$ cat src/logic/regfile_pkg.sv
/*
  Register file package
  Word and address widths, the register address layout and the
  write-port structs shared by the banks, the read selector and the top
*/
package regfile_pkg;

  // --------------------
  // Widths
  // --------------------

  // Data word width
  parameter int XLEN = 32;

  // Full register address, top bit picks the FP bank
  parameter int REG_ADDR_W = 6;

  // Index inside one bank
  parameter int BANK_ADDR_W = REG_ADDR_W - 1;

  // --------------------
  // Types
  // --------------------

  typedef logic [XLEN-1:0] reg_word_t;

  // Bank select on top, register index below
  typedef struct packed {
    logic                   fp_sel;
    logic [BANK_ADDR_W-1:0] index;
  } reg_addr_t;

  // Write port as driven from outside, 39 bits
  typedef struct packed {
    logic      we;
    reg_addr_t addr;
    reg_word_t data;
  } wr_port_t;

  // Write port after bank routing, 38 bits
  typedef struct packed {
    logic                   we;
    logic [BANK_ADDR_W-1:0] index;
    reg_word_t              data;
  } bank_wr_t;

endpackage
$ cat src/logic/read_select.sv
/*
  Read selector
  Picks the integer or FP bank word for each of the three read ports
  from the bank-select bit of the read address
*/
module read_select #(
  parameter int FP_EN = 1
) (
  // Full read addresses
  input  regfile_pkg::reg_addr_t raddr_a_i,
  input  regfile_pkg::reg_addr_t raddr_b_i,
  input  regfile_pkg::reg_addr_t raddr_c_i,

  // Integer bank words
  input  regfile_pkg::reg_word_t int_rdata_a_i,
  input  regfile_pkg::reg_word_t int_rdata_b_i,
  input  regfile_pkg::reg_word_t int_rdata_c_i,

  // FP bank words
  input  regfile_pkg::reg_word_t fp_rdata_a_i,
  input  regfile_pkg::reg_word_t fp_rdata_b_i,
  input  regfile_pkg::reg_word_t fp_rdata_c_i,

  // Selected read data
  output regfile_pkg::reg_word_t rdata_a_o,
  output regfile_pkg::reg_word_t rdata_b_o,
  output regfile_pkg::reg_word_t rdata_c_o
);

  import regfile_pkg::*;

  // FP bank only reachable when present
  localparam logic FP_ON = (FP_EN != 0);

  // Per-port bank choice
  logic use_fp_a;
  logic use_fp_b;
  logic use_fp_c;

  // --------------------
  // Bank choice
  // --------------------

  // Without the FP bank the select bit is ignored
  assign use_fp_a = FP_ON & raddr_a_i.fp_sel;
  assign use_fp_b = FP_ON & raddr_b_i.fp_sel;
  assign use_fp_c = FP_ON & raddr_c_i.fp_sel;

  // --------------------
  // Data muxes
  // --------------------

  function automatic reg_word_t pick(
    input logic      use_fp,
    input reg_word_t int_word,
    input reg_word_t fp_word
  );
    reg_word_t word;
    if (use_fp)
      word = fp_word;
    else
      word = int_word;
    return word;
  endfunction

  // Port A
  assign rdata_a_o = pick(use_fp_a, int_rdata_a_i, fp_rdata_a_i);

  // Port B
  assign rdata_b_o = pick(use_fp_b, int_rdata_b_i, fp_rdata_b_i);

  // Port C
  assign rdata_c_o = pick(use_fp_c, int_rdata_c_i, fp_rdata_c_i);

endmodule

$ cat config.mk
export PLATFORM = sky130hd
export DESIGN_NAME = read_select
export DESIGN_NICKNAME = d
export VERILOG_FILES = /design/src/logic/regfile_pkg.sv /design/src/logic/read_select.sv
export SDC_FILE = /design/constraint.sdc
export NUM_CORES = 1
export LEC_CHECK = 0
export ABC_AREA = 1
export BUFFER_PORTS_ARGS = -buffer_cell sky130_fd_sc_hd__clkbuf_2
export CAP_MARGIN = 20
export CORE_AREA = 2 2 118 120
export DETAILED_ROUTE_END_ITERATION = 16
export DIE_AREA = 0 0 120 122
export SYNTH_ARGS = -nofsm -noshare
export SYNTH_HDL_FRONTEND = slang
export SYNTH_SLANG_ARGS = --single-unit
export TNS_END_PERCENT = 1
$ cat constraint.sdc
create_clock -name vclk -period 0.8
set_clock_uncertainty 0.05 [all_clocks]
set_input_delay 0.12 -clock vclk [all_inputs]
set_output_delay 0.12 -clock vclk [all_outputs]
set_load 0.005 [all_outputs]
==> flow_metrics.py, run 1 <==
metrics = {
    "outcome": {
        "outcome": "finished with violations",
        "failed_checks": "setup timing",
    },
    "detailed_routing": {
        "detail_route.wl_per_cell_um": 10.5,
        "via_per_inst": 3.60,
        "post-route-drc-count": 0,
        "ant_nets": 0,
        "drt-total-wl_mm": 8.11,
        "drt_iter0_drc": 87,
        "drt_pre_antenna_iters": 4,
        "route.vias.total": 2782,
    },
    "power": {
        "leakage_nw": 2.21,
        "power.ir.vdd_worst_uv": 234,
        "total_power_mw": 1.67,
        "p_per_area_nw_per_um2": 528,
    },
    "yosys": {
        "synth_area_leaders": "nand2_1 67%, nand2_2 14%, buf_6 7.8%",
        "synth-seq-area-share": 0,
        "synthDistinctLibCells": 8,
        "netlist.top_cell.by_area": "nand2_1",
        "synthesis.nets": 522,
        "synth_area_um2": 1440,
        "post_synth_inst_count": 312,
        "synth_warnings": 0,
        "synth.avg_cell_area_um2": 4.63,
        "synthDominantCellAreaShare": 0.666,
    },
    "placement": {
        "port-buffer-count": 291,
        "post-place-ws_ns": -0.207,
        "detailed_place_hpwl_mm": 7.10,
        "gp_routability_congestion": 0.783,
        "dp_cells": 769,
        "placement.cell_area_um2": 2980,
    },
    "final_layout": {
        "register_area_um2": 0,
        "final_util": 0.234,
        "filler_cell_count": 1596,
        "finalNonFillerCells": 772,
        "layout_clock_buffer_count": 0,
        "area_delta_synth_final_pct": 119,
        "fraction_of_final_layout_cells_with_drive_strength_greater_than_1": 0.588,
        "final_net_count": 804,
        "n_sequential_cell": 0,
        "antenna-diode-count": 0,
        "design_area_final_um2": 3160,
    },
    "sta": {
        "relSlewSlack": 0.899,
        "fin_crit_ns": 0.929,
        "timing.fmax_ghz": 1.08,
        "timing.final.ws_setup_ns": -0.129,
        "final.setup.tns_ns": -2.88,
        "hold_ws_ns": 0.448,
        "grt_setup_unrepaired": "yes",
        "maxSlewViolCount": 0,
        "worst-slew-pin-transition_ns": 0.152,
        "layout_worst_path_cycle_share": 1.16,
        "setup_viol_count_final": 78,
        "final-hold-violation-count": 0,
    },
    "grt": {
        "grt_max_degree": 33,
        "use_met1": 0.102,
        "gr-usage-all-layers": 0.0964,
        "grt_antenna_before_repair": 0,
        "gr-total-overflow": 0,
        "globalRoute.busiestLayer": "met2",
        "global_route.usage.met2": 0.208,
        "wire_length_of_the_first_global_routing_pass_mm": 11.4,
        "globalRouteMet3Util": 0.0136,
        "first_global_vias": 2368,
    },
    "clock_tree": {
        "cts.hold.buffers_added": 0,
        "cts_post_setup_buffers_inserted": 0,
    },
    "worst_setup_path": {
        "family_with_the_most_delay_on_the_worst_path": "buffers and inverters",
        "critPathMaxFanout": 8,
        "critical_path_required_ns": 0.63,
        "cell_chain_of_the_critical_path": "clkbuf_16, buf_12, clkbuf_16, nand2_1, nand2_1, clkbuf_2",
        "timing.critical_path.to_type": "output pin",
        "critPathLaunchType": "primary input",
        "cpPeakStageDelay_ns": 0.15,
        "critical_path.n_buffers_inverters": 4,
        "cpMaxStageDelayCell": "clkbuf_16",
        "worstPathArrival_ns": 0.76,
        "critPathKind": "primary input to output pin",
    },
    "floorplanning": {
        "floorplan_die_area_um2": 14600,
        "die_height_um": 122,
        "floorplan.die.width_um": 120,
        "core_area_um2": 13500,
        "ioPinCount": 306,
        "initial_core_util": 0.107,
        "fp-row-count": 43,
    },
    "job": {
        "maxCapViolCount": 0,
    },
    "hold_path": {
        "hold_class": "primary input to output pin",
    },
}
-- layout make-up --
class,instances,area (um^2),share of cell area
inverters,3,47.5,0.0150
multi-input cells,288,1190,0.377
well taps,180,225,0.0713
repair buffers,300,1680,0.531
repair inverters,1,16.3,0.00515
-- metal layers --
layer / vias up / wire [um]
li1: 1475 / -
met1: 1139 / 2810
met2: 166 / 4510
met3: 2 / 775
met4: 0 / 19
met5: - / 0
-- synthesized netlist by cell type --
| library cell | count |
|---|---|
| nand2_2 | 32 |
| buf_6 | 10 |
| clkbuf_8 | 3 |
| inv_6 | 1 |
| buf_4 | 5 |
| inv_8 | 2 |
| nand2_1 | 256 |
| buf_12 | 3 |
-- layout by cell type, fill, tap and decap left out, drive strengths merged --
| master | count |
|---|---|
| clkbuf | 283 |
| inv | 3 |
| clkinv | 1 |
| nand2 | 288 |
| buf | 17 |
-- path summary, 6_finish.rpt --
kind                           from            end  cells past startpoint
setup / recovery       raddr_b_i[5]  rdata_b_o[16]                      6
hold / removal    int_rdata_a_i[30]  rdata_a_o[30]                      4
-- repair_timing --
item                                    in CTS  in global routing
endpoints found under the setup margin      96                 96
pin swaps                                    1                  7
gates cloned                                 2                  1
resized for setup                           19                 21
hold endpoints to repair                     0                  0
-- power by group --
| group | leakage (nW) | switching [mW] | total, mW | internal, mW |
|---|---|---|---|---|
| Sequential | 0 | 0 | 0 | 0 |
| Clock | 0 | 0 | 0 | 0 |
| Combinational | 2.21 | 0.786 | 1.67 | 0.883 |
-- cell families after synthesis --
kind of cell,count (synthesis),synth area share
buffers and inverters,24,0.196
AND/OR/NAND/NOR,288,0.804
No activity file was read; power rests on OpenSTA's default activity.
==> run 2: changes to the inputs <==
--- a/config.mk
+++ b/config.mk
@@ -5,9 +5,7 @@
 export SDC_FILE = /design/constraint.sdc
 export NUM_CORES = 1
 export LEC_CHECK = 0
-export ABC_AREA = 1
 export BUFFER_PORTS_ARGS = -buffer_cell sky130_fd_sc_hd__clkbuf_2
-export CAP_MARGIN = 20
 export CORE_AREA = 2 2 118 120
 export DETAILED_ROUTE_END_ITERATION = 16
 export DIE_AREA = 0 0 120 122
==> flow_metrics.py, run 2 <==
metrics = {
    "outcome": {
        "outcome": "finished with violations",
        "failed_checks": "setup timing",
    },
    "final_layout": {
        "layout_commonest_cell": "clkbuf_2",
        "fraction_of_final_layout_cells_with_drive_strength_greater_than_1": 1.00,
        "layout_clock_buffer_count": 0,
        "finalNonFillerCells": 584,
        "area_delta_synth_final_pct": 113,
        "design_area_final_um2": 3470,
        "final_net_count": 616,
        "register_area_um2": 0,
        "antenna-diode-count": 0,
        "n_sequential_cell": 0,
        "most_frequent_cells_in_the_layout": "285 x clkbuf_2, 91 x mux2_4, 6 x buf_12",
    },
    "floorplanning": {
        "die_height_um": 122,
        "floorplan.die.width_um": 120,
        "floorplan_die_area_um2": 14600,
        "ioPinCount": 306,
        "core_area_um2": 13500,
        "initial_core_util": 0.121,
        "fp-row-count": 43,
    },
    "worst_setup_path": {
        "worstPathArrival_ns": 0.86,
        "critPathKind": "primary input to output pin",
        "cpPeakStageDelay_ns": 0.32,
        "timing.critical_path.to_type": "output pin",
        "cell_chain_of_the_critical_path": "clkbuf_16, buf_12, mux2_4, buf_8",
        "cpMaxStageDelayCell": "mux2_4",
        "critPathMaxFanout": 7,
        "critical_path_required_ns": 0.63,
        "critPathLaunchType": "primary input",
    },
    "job": {
        "maxCapViolCount": 0,
    },
    "yosys": {
        "synthesis.nets": 318,
        "synth.most_common_cell": "mux2_4",
        "synth-seq-area-share": 0,
        "synthDistinctLibCells": 4,
        "synth_area_leaders": "mux2_4 83%, buf_12 11%, mux2_2 4.1%",
        "synth_warnings": 0,
        "synth.avg_cell_area_um2": 15.1,
        "post_synth_inst_count": 108,
        "synth_area_um2": 1630,
        "synthDominantCellAreaShare": 0.828,
        "synthTopCellsByCount": "90 x mux2_4, 9 x buf_12, 6 x mux2_2",
        "netlist.top_cell.by_area": "mux2_4",
    },
    "power": {
        "share_seq_of_total_power": 0,
        "share_clk_of_total_power": 0,
        "leakage_nw": 2.15,
        "power.ir.vdd_worst_uv": 238,
        "switching_share": 0.337,
        "pwr-share-comb": 1.000,
        "p_per_area_nw_per_um2": 566,
        "switching_power_uw": 661,
        "internal_power_mw": 1.30,
    },
    "hold_path": {
        "hold_end": "rdata_b_o[20]",
        "hp-start": "fp_rdata_b_i[20]",
        "hold_class": "primary input to output pin",
        "holdPathStages": 3,
    },
    "detailed_routing": {
        "route.vias.total": 2074,
        "detail_route.wl_per_cell_um": 14.5,
        "ant_nets": 0,
        "post-route-drc-count": 0,
        "drt_iter0_drc": 8,
        "drt-total-wl_mm": 8.48,
        "drt_pre_antenna_iters": 2,
        "via_per_inst": 3.55,
    },
    "sta": {
        "timing.fmax_ghz": 0.966,
        "grt_setup_unrepaired": "yes",
        "worst-slew-pin-transition_ns": 0.104,
        "maxSlewViolCount": 0,
        "timing.final.ws_setup_ns": -0.235,
        "setup_viol_count_final": 96,
        "relSlewSlack": 0.931,
        "final.setup.tns_ns": -18.42,
        "fin_crit_ns": 1.03,
        "final-hold-violation-count": 0,
        "layout_worst_path_cycle_share": 1.29,
    },
    "grt": {
        "gr-total-overflow": 0,
        "wire_length_of_the_first_global_routing_pass_mm": 11.2,
        "first_global_vias": 2027,
        "grt_antenna_before_repair": 0,
        "gr-usage-all-layers": 0.102,
        "grt_max_degree": 14,
    },
    "placement": {
        "post-place-ws_ns": -0.343,
        "gp_routability_congestion": 0.771,
        "port-buffer-count": 291,
        "placement.cell_area_um2": 3260,
        "detailed_place_hpwl_mm": 7.92,
        "dp_cells": 580,
    },
    "clock_tree": {
        "cts_post_setup_buffers_inserted": 0,
    },
}
==> run 2: area by class of cell <==
cell class                      count  area [um^2]
Tap cell                          180          225
Multi-Input combinational cell     96         1420
Timing Repair Buffer              308         1820
Fill cell                        1481        10000
==> run 2: worst max-delay path, delay by kind of cell <==
| family | cells | cell delay (ns) |
|---|---|---|
| buffers and inverters | 3 | 0.42 |
| multiplexers | 1 | 0.32 |
==> run 2: logic make-up after synthesis <==
family,share of synthesized area
buffers and inverters,0.131
multiplexers,0.869
==> run 2: power by group through the flow <==
stage               Combinational, mW  Sequential, mW  Clock (mW)
CTS                              2.01               0           0
global placement                 1.87               0           0
detailed placement               1.87               0           0
global route                     2.11               0           0
floorplan                       0.938               0           0
finish                           1.96               0           0
==> run 2: per-stage QoR <==
| step | utilization | hold WS (ns) | power (mW) |
|---|---|---|---|
| 4_1_cts | 0.256 | 0.486 | 2.01 |
| 6_report | 0.257 | 0.484 | 1.96 |
| 5_1_grt | 0.257 | 0.492 | 2.11 |
| 2_1_floorplan | - | 0.311 | 0.938 |
| 3_3_place_gp | 0.241 | 0.484 | 1.87 |
| 3_5_place_dp | 0.241 | 0.485 | 1.87 |
==> run 2: how the worst max path moves through the flow <==
stage,from,end,slack (ns),cells after the start
floorplan,raddr_a_i[5],rdata_a_o[10],-0.04,3
global placement,raddr_a_i[5],rdata_a_o[2],-0.34,4
detailed placement,raddr_a_i[5],rdata_a_o[2],-0.34,4
CTS,raddr_c_i[5],rdata_c_o[18],-0.26,4
global route,raddr_c_i[5],rdata_c_o[18],-0.26,4
finish,raddr_c_i[5],rdata_c_o[18],-0.23,4
==> run 2: repair_timing <==
| item | CTS | global route |
|---|---|---|
| cloned | 4 | 0 |
| gates resized for setup | 21 | 5 |
| setup endpoints to repair | 96 | 96 |
| hold buffers | 0 | 0 |
==> run 2: routing by layer <==
| layer | up-vias | track usage | wire length [um] |
|---|---|---|---|
| met3 | 4 | 0.0243 | 1010 |
| met2 | 180 | 0.232 | 5010 |
| met4 | 0 | 0.0162 | 152 |
| met5 | - | 0 | 0 |
| li1 | 1005 | - | - |
| met1 | 885 | 0.0863 | 2320 |
